<file path="config.mk">
export PLATFORM = sky130hd
export DESIGN_NAME = core_bridge_top
export DESIGN_NICKNAME = d
export VERILOG_FILES = /design/src/source/core_bridge_pkg.sv /design/src/source/word_if.sv /design/src/source/settings_regs.sv /design/src/source/data_loader.sv /design/src/source/mem_write_port.sv /design/src/source/sound_i2s.sv /design/src/source/core_bridge_top.sv
export SDC_FILE = /design/constraint.sdc
export NUM_CORES = 1
export LEC_CHECK = 0
export ABC_AREA = 1
export BUFFER_PORTS_ARGS = -buffer_cell sky130_fd_sc_hd__clkbuf_2
export CAP_MARGIN = 20
export CORE_MARGIN = 2
export CORE_UTILIZATION = 25
export DETAILED_ROUTE_END_ITERATION = 10
export PLACE_DENSITY = 0.5
export SETUP_SLACK_MARGIN = 0.5
export SLEW_MARGIN = 40
export SYNTH_ARGS = -nofsm -noshare
export SYNTH_HDL_FRONTEND = slang
export SYNTH_SLANG_ARGS = --single-unit
</file>
<file path="constraint.sdc">
create_clock -name clk_74a -period 5.45 [get_ports clk_74a]
set_input_delay 0 -clock clk_74a [delete_from_list [all_inputs] [get_ports clk_74a]]
set_output_delay 0 -clock clk_74a [all_outputs]
set_load 0.05 [all_outputs]
</file>
<file path="src/source/core_bridge_pkg.sv">
//////////////////////////////////////////////////////////////////////
// core bridge package
// shared widths, bridge register map and the loader address view
//////////////////////////////////////////////////////////////////////

package core_bridge_pkg;

  // bridge bus word, used for both address and data
  typedef logic [31:0] bridge_word_t;

  // 16-bit memory data
  typedef logic [15:0] halfword_t;

  // lcd off overlay alpha
  typedef logic [7:0] alpha_t;

  // memory word address width
  localparam int word_addr_w = 25;

  // bridge address seen as a flat register address or as region/offset
  typedef union packed {
    bridge_word_t reg_addr;
    struct packed {
      logic [3:0]  region;
      logic [27:0] offset;
    } loader;
  } bridge_addr_u;

  // region code of loader writes
  localparam logic [3:0] loader_region = 4'h1;

  ////////////////////////////////////////////////////////////////////
  // register map

  localparam bridge_word_t reg_reset_addr      = 32'h0000_0000;
  localparam bridge_word_t reg_lcd_timing_addr = 32'h0000_0200;
  localparam bridge_word_t reg_show_off_addr   = 32'h0000_0210;
  localparam bridge_word_t reg_off_alpha_addr  = 32'h0000_0214;
  localparam bridge_word_t reg_status_addr     = 32'h0000_0218;

endpackage

</file>
<file path="src/source/word_if.sv">
//////////////////////////////////////////////////////////////////////
// loader word link
// halfword pushes from the loader into the memory write FIFO
//////////////////////////////////////////////////////////////////////

`timescale 1ns/100ps

interface word_if #(
  parameter int fifo_depth = 4
);
  import core_bridge_pkg::*;

  logic                        push;
  logic [word_addr_w-1:0]      addr;
  halfword_t                   data;
  // free FIFO slots
  logic [$clog2(fifo_depth):0] space;

  modport loader (output push, output addr, output data, input space);

  modport port (input push, input addr, input data, output space);

endinterface

</file>
<file path="src/source/settings_regs.sv">
//////////////////////////////////////////////////////////////////////
// settings registers
// lcd settings, host triggered core reset pulse and bridge read-back
//////////////////////////////////////////////////////////////////////

`timescale 1ns/100ps

module settings_regs #(
  parameter int reset_cycles = 32
) (
  input  logic                          clk_74a,
  input  logic                          rst,
  input  logic                          bridge_wr,
  input  core_bridge_pkg::bridge_word_t bridge_addr,
  input  core_bridge_pkg::bridge_word_t bridge_wr_data,
  input  logic                          overflow,
  output core_bridge_pkg::bridge_word_t bridge_rd_data,
  output logic                          core_reset,
  output logic                          accurate_lcd_timing,
  output core_bridge_pkg::alpha_t       lcd_off_alpha
);

  import core_bridge_pkg::*;

  localparam int cnt_w = $clog2(reset_cycles + 1);

  bridge_addr_u     addr_v;
  logic             lcd_timing_q;
  logic             show_lcd_off;
  alpha_t           off_alpha;
  logic [cnt_w-1:0] reset_cnt;

  // flat register view of the bridge address
  assign addr_v = bridge_addr;

  ////////////////////////////////////////////////////////////////////
  // host writes

  always_ff @(posedge clk_74a) begin
    if (rst) begin
      lcd_timing_q <= 1'b0;
      show_lcd_off <= 1'b0;
      off_alpha    <= '0;
    end else if (bridge_wr) begin
      case (addr_v.reg_addr)
        reg_lcd_timing_addr: lcd_timing_q <= bridge_wr_data[0];
        reg_show_off_addr:   show_lcd_off <= bridge_wr_data[0];
        reg_off_alpha_addr:  off_alpha    <= bridge_wr_data[7:0];
        default: ;
      endcase
    end
  end

  // reset pulse, reloads on every write to the reset address
  always_ff @(posedge clk_74a) begin
    if (rst) begin
      reset_cnt <= '0;
    end else if (bridge_wr && addr_v.reg_addr == reg_reset_addr) begin
      reset_cnt <= cnt_w'(reset_cycles);
    end else if (reset_cnt != '0) begin
      reset_cnt <= reset_cnt - 1'b1;
    end
  end

  ////////////////////////////////////////////////////////////////////
  // setting outputs

  assign core_reset          = (reset_cnt != '0);
  assign accurate_lcd_timing = lcd_timing_q;

  // overlay alpha only while the lcd off image is shown
  assign lcd_off_alpha = show_lcd_off ? off_alpha : '0;

  ////////////////////////////////////////////////////////////////////
  // read-back mux

  always_comb begin
    bridge_rd_data = '0;
    case (addr_v.reg_addr)
      reg_lcd_timing_addr: bridge_rd_data[0]   = lcd_timing_q;
      reg_show_off_addr:   bridge_rd_data[0]   = show_lcd_off;
      reg_off_alpha_addr:  bridge_rd_data[7:0] = off_alpha;
      reg_status_addr:     bridge_rd_data[0]   = overflow;
      default: ;
    endcase
  end

endmodule

</file>
<file path="src/source/data_loader.sv">
//////////////////////////////////////////////////////////////////////
// data loader
// splits 32-bit region writes into two halfword pushes, high half first
//////////////////////////////////////////////////////////////////////

`timescale 1ns/100ps

module data_loader (
  input  logic                          clk_74a,
  input  logic                          rst,
  input  logic                          bridge_wr,
  input  core_bridge_pkg::bridge_word_t bridge_addr,
  input  core_bridge_pkg::bridge_word_t bridge_wr_data,
  word_if.loader                        words,
  output logic                          overflow
);

  import core_bridge_pkg::*;

  bridge_addr_u           addr_v;
  logic [word_addr_w-1:0] word_addr;
  logic                   region_wr;
  logic                   room;
  logic                   accept;
  logic                   pend_valid;
  logic [word_addr_w-1:0] pend_addr;
  halfword_t              pend_data;

  assign addr_v    = bridge_addr;
  // byte offset to halfword address
  assign word_addr = addr_v.loader.offset[word_addr_w:1];
  assign region_wr = bridge_wr && (addr_v.loader.region == loader_region);

  // a low half still in flight counts against free space
  assign room   = words.push ? (words.space > 2) : (words.space > 1);
  assign accept = region_wr && room && !pend_valid;

  // push control
  always_ff @(posedge clk_74a) begin
    if (rst) begin
      words.push <= 1'b0;
      pend_valid <= 1'b0;
    end else begin
      words.push <= accept || pend_valid;
      pend_valid <= accept;
    end
  end

  // push payload and the held low half
  always_ff @(posedge clk_74a) begin
    if (accept) begin
      words.addr <= word_addr;
      words.data <= bridge_wr_data[31:16];
      pend_addr  <= word_addr + 1'b1;
      pend_data  <= bridge_wr_data[15:0];
    end else if (pend_valid) begin
      words.addr <= pend_addr;
      words.data <= pend_data;
    end
  end

  // sticky until reset
  always_ff @(posedge clk_74a) begin
    if (rst) begin
      overflow <= 1'b0;
    end else if (region_wr && !accept) begin
      overflow <= 1'b1;
    end
  end

endmodule

</file>
<file path="src/source/mem_write_port.sv">
//////////////////////////////////////////////////////////////////////
// memory write port
// word FIFO drained into the memory write strobe under credit control
//////////////////////////////////////////////////////////////////////

`timescale 1ns/100ps

module mem_write_port #(
  parameter int mem_credits = 4,
  parameter int fifo_depth  = 4
) (
  input  logic                                    clk_74a,
  input  logic                                    rst,
  input  logic                                    mem_credit,
  word_if.port                                    words,
  output logic                                    mem_wr,
  output logic [core_bridge_pkg::word_addr_w-1:0] mem_addr,
  output core_bridge_pkg::halfword_t              mem_data
);

  import core_bridge_pkg::*;

  localparam int ptr_w  = $clog2(fifo_depth);
  localparam int cred_w = $clog2(mem_credits + 1);
  localparam logic [ptr_w:0] full_cnt = (ptr_w + 1)'(fifo_depth);

  logic [word_addr_w-1:0] addr_mem [fifo_depth];
  halfword_t              data_mem [fifo_depth];
  logic [ptr_w-1:0]       wr_ptr;
  logic [ptr_w-1:0]       rd_ptr;
  logic [ptr_w:0]         count;
  logic [cred_w-1:0]      credits;
  logic                   pop;

  // one word leaves per cycle while a credit is held
  assign pop         = (count != '0) && (credits != '0);
  assign words.space = full_cnt - count;

  ////////////////////////////////////////////////////////////////////
  // word FIFO

  always_ff @(posedge clk_74a) begin
    if (words.push) begin
      addr_mem[wr_ptr] <= words.addr;
      data_mem[wr_ptr] <= words.data;
    end
  end

  always_ff @(posedge clk_74a) begin
    if (rst) begin
      wr_ptr <= '0;
      rd_ptr <= '0;
      count  <= '0;
    end else begin
      if (words.push) begin
        wr_ptr <= wr_ptr + 1'b1;
      end
      if (pop) begin
        rd_ptr <= rd_ptr + 1'b1;
      end
      case ({words.push, pop})
        2'b10:   count <= count + 1'b1;
        2'b01:   count <= count - 1'b1;
        default: count <= count;
      endcase
    end
  end

  ////////////////////////////////////////////////////////////////////
  // credits and memory outputs

  always_ff @(posedge clk_74a) begin
    if (rst) begin
      credits <= cred_w'(mem_credits);
      mem_wr  <= 1'b0;
    end else begin
      mem_wr <= pop;
      // returned credit and a spent one cancel out
      case ({pop, mem_credit})
        2'b10:   credits <= credits - 1'b1;
        2'b01:   credits <= credits + 1'b1;
        default: credits <= credits;
      endcase
    end
  end

  always_ff @(posedge clk_74a) begin
    if (pop) begin
      mem_addr <= addr_mem[rd_ptr];
      mem_data <= data_mem[rd_ptr];
    end
  end

endmodule

</file>
<file path="src/source/sound_i2s.sv">
//////////////////////////////////////////////////////////////////////
// sound serializer
// one-bit core sound to a 16-bit I2S style stream, both channels
//////////////////////////////////////////////////////////////////////

`timescale 1ns/100ps

module sound_i2s #(
  parameter int bit_cycles = 4
) (
  input  logic clk_74a,
  input  logic rst,
  input  logic sound,
  output logic audio_mclk,
  output logic audio_lrck,
  output logic audio_dac
);

  import core_bridge_pkg::*;

  localparam int cyc_w = $clog2(bit_cycles);
  localparam logic [cyc_w-1:0] cyc_last = cyc_w'(bit_cycles - 1);
  localparam logic [cyc_w-1:0] cyc_half = cyc_w'(bit_cycles / 2);

  logic [cyc_w-1:0] cyc_cnt;
  logic [3:0]       bit_idx;
  logic             lrck_q;
  logic             slot_end;
  logic             frame_end;
  halfword_t        sample;

  assign slot_end  = (cyc_cnt == cyc_last);
  // last bit of the right channel
  assign frame_end = slot_end && (bit_idx == 4'd15) && lrck_q;

  // bit timing and channel select
  always_ff @(posedge clk_74a) begin
    if (rst) begin
      cyc_cnt <= '0;
      bit_idx <= '0;
      lrck_q  <= 1'b0;
    end else begin
      cyc_cnt <= slot_end ? '0 : cyc_cnt + 1'b1;
      if (slot_end) begin
        bit_idx <= bit_idx + 1'b1;
        if (bit_idx == 4'd15) begin
          lrck_q <= ~lrck_q;
        end
      end
    end
  end

  // new sample each frame, reset also starts a frame
  always_ff @(posedge clk_74a) begin
    if (rst || frame_end) begin
      sample <= {2'b00, {13{sound}}, 1'b0};
    end
  end

  assign audio_mclk = (cyc_cnt < cyc_half);
  assign audio_lrck = lrck_q;
  // msb first
  assign audio_dac  = sample[4'd15 - bit_idx];

endmodule

</file>
<file path="src/source/core_bridge_top.sv">
//////////////////////////////////////////////////////////////////////
// core bridge top level
// connects the host bridge, memory write port and audio pins
//////////////////////////////////////////////////////////////////////

`timescale 1ns/100ps

module core_bridge_top #(
  parameter int reset_cycles = 32,
  parameter int mem_credits  = 4,
  parameter int fifo_depth   = 4,
  parameter int bit_cycles   = 4
) (
  input  logic                                       clk_74a,
  input  logic                                       rst,
  input  logic                                       bridge_wr,
  input  logic                                       sound,
  input  core_bridge_pkg::bridge_word_t              bridge_addr,
  input  core_bridge_pkg::bridge_word_t              bridge_wr_data,
  output core_bridge_pkg::bridge_word_t              bridge_rd_data,
  output logic                                       core_reset,
  output logic                                       accurate_lcd_timing,
  output core_bridge_pkg::alpha_t                    lcd_off_alpha,
  output logic                                       mem_wr,
  output logic [core_bridge_pkg::word_addr_w-1:0]    mem_addr,
  output core_bridge_pkg::halfword_t                 mem_data,
  input  logic                                       mem_credit,
  output logic                                       audio_mclk,
  output logic                                       audio_lrck,
  output logic                                       audio_dac
);

  logic overflow;

  word_if #(.fifo_depth(fifo_depth)) words_i ();

  ////////////////////////////////////////////////////////////////////
  // settings

  settings_regs #(.reset_cycles(reset_cycles)) settings_regs_i (
    .clk_74a             (clk_74a),
    .rst                 (rst),
    .bridge_wr           (bridge_wr),
    .bridge_addr         (bridge_addr),
    .bridge_wr_data      (bridge_wr_data),
    .overflow            (overflow),
    .bridge_rd_data      (bridge_rd_data),
    .core_reset          (core_reset),
    .accurate_lcd_timing (accurate_lcd_timing),
    .lcd_off_alpha       (lcd_off_alpha)
  );

  ////////////////////////////////////////////////////////////////////
  // data loading

  data_loader data_loader_i (
    .clk_74a        (clk_74a),
    .rst            (rst),
    .bridge_wr      (bridge_wr),
    .bridge_addr    (bridge_addr),
    .bridge_wr_data (bridge_wr_data),
    .words          (words_i.loader),
    .overflow       (overflow)
  );

  mem_write_port #(
    .mem_credits (mem_credits),
    .fifo_depth  (fifo_depth)
  ) mem_write_port_i (
    .clk_74a    (clk_74a),
    .rst        (rst),
    .mem_credit (mem_credit),
    .words      (words_i.port),
    .mem_wr     (mem_wr),
    .mem_addr   (mem_addr),
    .mem_data   (mem_data)
  );

  ////////////////////////////////////////////////////////////////////
  // sound

  sound_i2s #(.bit_cycles(bit_cycles)) sound_i2s_i (
    .clk_74a    (clk_74a),
    .rst        (rst),
    .sound      (sound),
    .audio_mclk (audio_mclk),
    .audio_lrck (audio_lrck),
    .audio_dac  (audio_dac)
  );

endmodule

</file>
== After elaboration in Yosys (flattened, before gate mapping) ==
Memories as Yosys holds them, arrays and structs flattened. A register that Yosys moved wholly into a read port is not among the register bits.
Cells that the tools add are included.
Storage, ports and cells
  register bits: 120
  RAM bits: 164
  bits of input ports: 69
  output and inout bits: 87
  logic and storage cells: 93
  memories kept: 2
Memory list
  mem_write_port_i.addr_mem: depth 4, bits a word 25, rd ports 1, clocked after memory_dff 1, write ports 1, line mem_write_port.sv:27  | logic [word_addr_w-1:0] addr_mem [fifo_depth];
  mem_write_port_i.data_mem: depth 4, bits a word 16, rd ports 1, clocked after memory_dff 1, write ports 1, line mem_write_port.sv:28  | halfword_t data_mem [fifo_depth];
Cells by class
  add/sub/neg operators: 12
  order comparisons: 4
  equality and inequality tests: 11
  muxes and demuxes: 16
  bitwise logic cells: 1
  reductions and logical operators: 26
Operators with widths (number)
  $eq A32 B10 Y1 const B: 4
  $mux W25: 2
  $logic_not A32 Y1: 1
  $mux W16: 2
  $add A25 B1 Y25 const B: 1
  $mux W6: 2
  $pmux W3 S2: 2
  $logic_and A1 B1 Y1: 8
  $mux W8: 1
  $reduce_and A2 Y1: 4
  $reduce_bool A2 Y1: 4
  $mux W7: 1
  $add A2 B1 Y2 const B: 3
  $add A3 B1 Y3 const B: 2
  $eq A2 B2 Y1 const B: 3
  $reduce_bool A3 Y1: 2
  $reduce_bool A6 Y1: 1
  $sub A3 B1 Y3 const B: 2
  $sub A6 B1 Y6 const B: 1
  $lt A4 B5 Y1 const B: 1
  $add A4 B1 Y4 const B: 1
  $bmux W1 S4: 1
  $eq A2 B1 Y1 const B: 2
  $eq A4 B1 Y1 const B: 1
  other kinds (12): 18

== Longest topological paths before layout ==
  word-level depth: 7
  depth in mapped cells: 12
  gate-level depth less buffers: 12

== By module ==
Synthesis repeated with hierarchy kept, for this count alone.
Unflattened totals
  cells, all modules: 1163
  area total of the unflattened synthesis: 13396.6 µm²
Modules (own cells, without submodules)
  mem_write_port: times used 1, cells each 526, area an instance 7943.9 µm², seq. area each 6376.1 µm²
  data_loader: times used 1, cells each 368, area an instance 3754.9 µm², seq. area each 2522.4 µm²
  settings_regs: times used 1, cells each 228, area an instance 1330.0 µm², seq. area each 320.3 µm²
  sound_i2s: times used 1, cells each 41, area an instance 367.9 µm², seq. area each 170.2 µm²

== Worst setup path after synthesis ==
No wires, ideal clock.
  path kind: flip-flop to flip-flop
  start point: register mem_write_port_i.count[0]
  end point: register mem_write_port_i.count[2]
  setup time: 0.122 ns
  arrival time: 3.883 ns
  required time: 5.328 ns
  setup slack: 1.445 ns
  stages on the path, launching flop included: 12
  buffers on the path: 0
  period minus slack after synthesis: 4.005 ns
  cell sequence: dfxtp_1 -> inv_1 -> ha_1 -> ha_1 -> nor2_1 -> ha_1 -> inv_1 -> fa_1 -> a21oi_1 -> o21ai_0 -> o21ai_0 -> a21oi_1
Between the ends
  cells in the longest elaborated chain, start to end: 4
  elaborated cells between the ends (all ways): 8
  classes of those cells: add/sub (2); eq/ne (2); mux (1); reduce/logical (3)
RTL lines
  from (decl): line mem_write_port.sv:31  | logic [ptr_w:0] count;
  from (signal assigned): line mem_write_port.sv:62  | 2'b10: count <= count + 1'b1;
  from (signal assigned): line mem_write_port.sv:63  | 2'b01: count <= count - 1'b1;
  from (signal assigned): line mem_write_port.sv:64  | default: count <= count;
  $reduce_bool A3 Y1 (*): line mem_write_port.sv:36  | assign pop = (count != '0) && (credits != '0);
  $logic_and A1 B1 Y1 (*): line mem_write_port.sv:36
  via mem_write_port_i.pop: line mem_write_port.sv:33  | logic pop;
  $eq A2 B1 Y1 / $eq A2 B2 Y1 (equally long branches): line mem_write_port.sv:61  | case ({words.push, pop})
  $pmux W3 S2 / $reduce_bool A2 Y1 (equally long branches)
The timed path passes the listed nets; every way through them passes the cells marked *.
A chain may end at the register's enable or synchronous reset.

== Worst setup path in the final report ==
Ends and elaborated chain as after synthesis.

==> flow_summary_export.csv <==
group,metric,value,unit
pwr,vdd.ir_drop.worst,257,µV
clock_tree,htree_levels,2,
sta,setup_viol,0,
pwr,total_leakage_power,0.00617,µW
die,design.portCount,156,
layout,n_fill_cell,5363,
pwr,p_per_area,465,mW/mm²
routing,vias_per_cell,4.25,
logic_synthesis,ys_types,33,
die,row_count,84,
global_routing,grt_max_degree,84,
routing,wl_met2,15.3,mm
die,start_util,25.2,%
routing,wl,33.3,mm
sta,period_share,58.9,%
sta,grt_setup_unrepaired,"false",
placement,post-dp-hpwl,21.1,mm
die,die_outline_width,234,µm
layout,syn2layout_area_growth,25.0,%
layout,post_route_cells_drive_above_1_share,17.4,%
worst_setup_path,crit_start,"mem_write_port_i.count[0]",
routing,highest_layer,"met4",
clock_tree,cts.repair.resized,0,
clock_tree,cts_tree,"yes",
layout,layout.nets,1392,
sta,setup_tns,0,ns
logic_synthesis,synth_area_per_cell,12.0,µm²
routing,residual_drc,0,
global_routing,global_route.usage.total,12.2,%
routing,average_routed_wire_per_standard_cell,16.4,µm
hold_path,timing.hold.worst_path_depth,2,
clock_tree,root_buffer,"clkbuf_16",
pwr,total_power_consumption_of_the_routed_design,7650,µW
routing,detailedRoute.firstIterationViolations,582,
status,result_of_the_run,"completed",
sta,max_slew_margin,49.0,%
routing,via_count,8593,
sta,fmax,311,MHz
sta,max_slew.worst_pin.slew,0.764,ns
clock_tree,cts_setup_buffers,0,
routing,detailed_routing_iterations_pass_1,5,
routing,wirelength_met1,15.6,mm
layout,diodes,0,
hold_path,hold_path.class,"in2reg",
worst_setup_path,timing.critical_path.required,5.86,ns
clock_tree,clock_latency,0.52,ns
worst_setup_path,timing.critical_path.arrival,3.62,ns
worst_setup_path,reg2regPathDepth,12,
run,max_cap_violations,0,
clock_tree,cts.path.max_buffers,3,
global_routing,antenna_found_initial,1,
sta,period_minus_slack,3.21,ns
die,die_height,234,µm
routing,met3RoutedLength,1.74,mm
sta,worst_clock_skew,0.00875,ns
die,coreArea,0.0523,mm²
worst_setup_path,critical_path.reg2reg.startpoint,"mem_write_port_i.count[0]",
placement,port_buffers,131,
placement,gpl.final_weighted_congestion,0.755,
global_routing,vias_in_the_first_global_route,8381,
sta,final-max-slew-violation-count,0,
worst_setup_path,timing.critical_path.to_type,"register",
worst_setup_path,path_max_fanout,25,
logic_synthesis,synth_seq_area_share,71.3,%
sta,hold_viol,0,
die,fp.dieArea,0.0546,mm²
clock_tree,holdBufCountCts,72,
logic_synthesis,post_synth_instance_area,0.0132,mm²
logic_synthesis,ys_warn_count,0,
worst_setup_path,critical_path_start_type,"register",
clock_tree,clkSinkCount,325,
logic_synthesis,yosys_register_bits,325,
logic_synthesis,postSynthCellCount,1094,
hold_path,hp-start,"sound",
global_routing,grt_overflow,0,
clock_tree,cts.reportedPaths.clkPinSlew,0.06,ns
global_routing,first_pass_grt_wire_length,50.4,mm
clock_tree,cts_inserted_buffers,39,
worst_setup_path,setup.worst_path.class,"reg2reg",
routing,ant_nets,0,
## flip-flops by register name, indices dropped and copies added (netlist names), 6 cells and up
| name | flops |
|---|---|
| mem_write_port_i.data_mem | 64 |
| data_loader_i.pend_data | 16 |
| data_loader_i.words.data | 16 |
| mem_write_port_i.addr_mem | 100 |
| mem_write_port_i.mem_addr | 25 |
| settings_regs_i.reset_cnt | 6 |
| data_loader_i.words.addr | 25 |
| mem_write_port_i.mem_data | 16 |
| settings_regs_i.off_alpha | 8 |
| data_loader_i.pend_addr | 25 |
## critical path: stages, from the launching register on
cell and delay [ns]:
dfxtp_1 0.38, inv_1 0.11, ha_1 0.21, ha_1 0.21, nor2_4 0.52, buf_4 0.49
ha_1 0.22, inv_1 0.07, fa_1 0.39, a21oi_1 0.15, o21ai_0 0.11, o21ai_0 0.16
a21oi_1 0.06
## Yosys cell counts
library cell  number  share of area (%)
a21oi_1           29                1.1
buf_6              4               0.34
nor3_1            14               0.53
o21ai_2            3               0.20
nor2_8             1               0.15
o21ai_0          120                4.6
buf_2              8               0.30
o21ai_1            1              0.038
fa_1               2               0.30
edfxtp_1         288                 66
conb_1             1              0.028
nand2_4            2               0.17
nand3_4            1               0.13
nor2_1           151                4.3
ha_1              14                1.3
o31ai_1            2               0.11
nor3b_1            2               0.11
nor2_2             6               0.28
buf_4             26                1.5
inv_2              5               0.14
dfxtp_1           37                5.6
nand2_2            2              0.095
nand3_1           32                1.2
nor2_4             4               0.34
o22ai_1           41                1.9
clkbuf_1          27               0.77
nor3b_2            1              0.095
xnor2_1            2               0.13
nand3_2            2               0.15
inv_1             80                2.3
nand4_1            3               0.14
xor2_1            19                1.3
nand2_1          164                4.7
## metal layers
layer	track usage (%)	vias to the layer above
li1	-	4186
met1	16.7	4152
met2	19.7	213
met3	2.23	42
met4	3.05	0
met5	0	-
## layout by cell type, fill, tap and decap left out, types with 3 or more instances in the layout
cell,Yosys,layout
edfxtp_1,288,288
nand2_1,164,163
nor2_1,151,150
clkbuf_2,0,131
o21ai_0,120,120
inv_1,80,74
dlygate4sd3_1,0,72
o22ai_1,41,41
clkbuf_16,0,41
dfxtp_1,37,36
nand3_1,32,32
a21oi_1,29,29
conb_1,1,24
xor2_1,19,19
nor3_1,14,14
ha_1,14,14
clkinv_1,0,11
inv_2,5,10
buf_4,26,10
nor2_2,6,6
nor2_4,4,5
clkinv_2,0,5
clkbuf_1,27,5
o21ai_2,3,3
nand2_2,2,3
nand4_1,3,3
bufinv_16,0,3
clkinvlp_4,0,3
## stage by stage
| stage | setup WS, ns | instance area, µm² | instances | hold slack (ns) | util [%] |
|---|---|---|---|---|---|
| finish | 2.24 | 16500 | 2024 | 0.199 | 31.5 |
| global route | 1.97 | 16500 | 2024 | 0.195 | 31.5 |
| CTS | 2.13 | 16500 | 2024 | 0.177 | 31.5 |
| detailed placement | 2.14 | 14500 | 1882 | 0.179 | 27.7 |
| global placement | 2.15 | 14500 | 1882 | 0.181 | 27.7 |
| floorplan | 1.44 | 13300 | 1117 | 0.0989 | - |
## cell families (layout without fill, tap and decap cells)
logic type               Yosys count  in the layout  synth area share (%)
flip-flops                       325            325                  71.3
other                              1             24                0.0285
AO/OA/AOI/OAI                    196            196                  7.96
AND/OR/NAND/NOR                  385            385                  12.4
buffers and inverters            150            369                  5.32
adder cells (fa/ha/maj)           16             16                  1.63
XOR/XNOR                          21             21                  1.40
## final timing paths
kind         slack, ns                        end
min reg2reg       0.44     sound_i2s_i.cyc_cnt[0]
min               0.20      sound_i2s_i.sample[1]
max reg2reg       2.24  mem_write_port_i.count[2]
max               2.24  mem_write_port_i.count[2]
## where the power goes
part           switching (µW)  internal [µW]
Sequential                112           3060
Combinational            1520            455
Clock                     988           1520
## cell type report
class	count	area [µm²]	area share (%)
clock buffer	47	1060	6.43
clock inverter	23	188	1.14
sequential	325	9390	57.0
tap	688	861	5.23
multi-input combinational	642	3180	19.3
timing repair buffer	214	1460	8.88
inverter	85	322	1.95
Note: power is estimated with default switching activity, not from simulation.
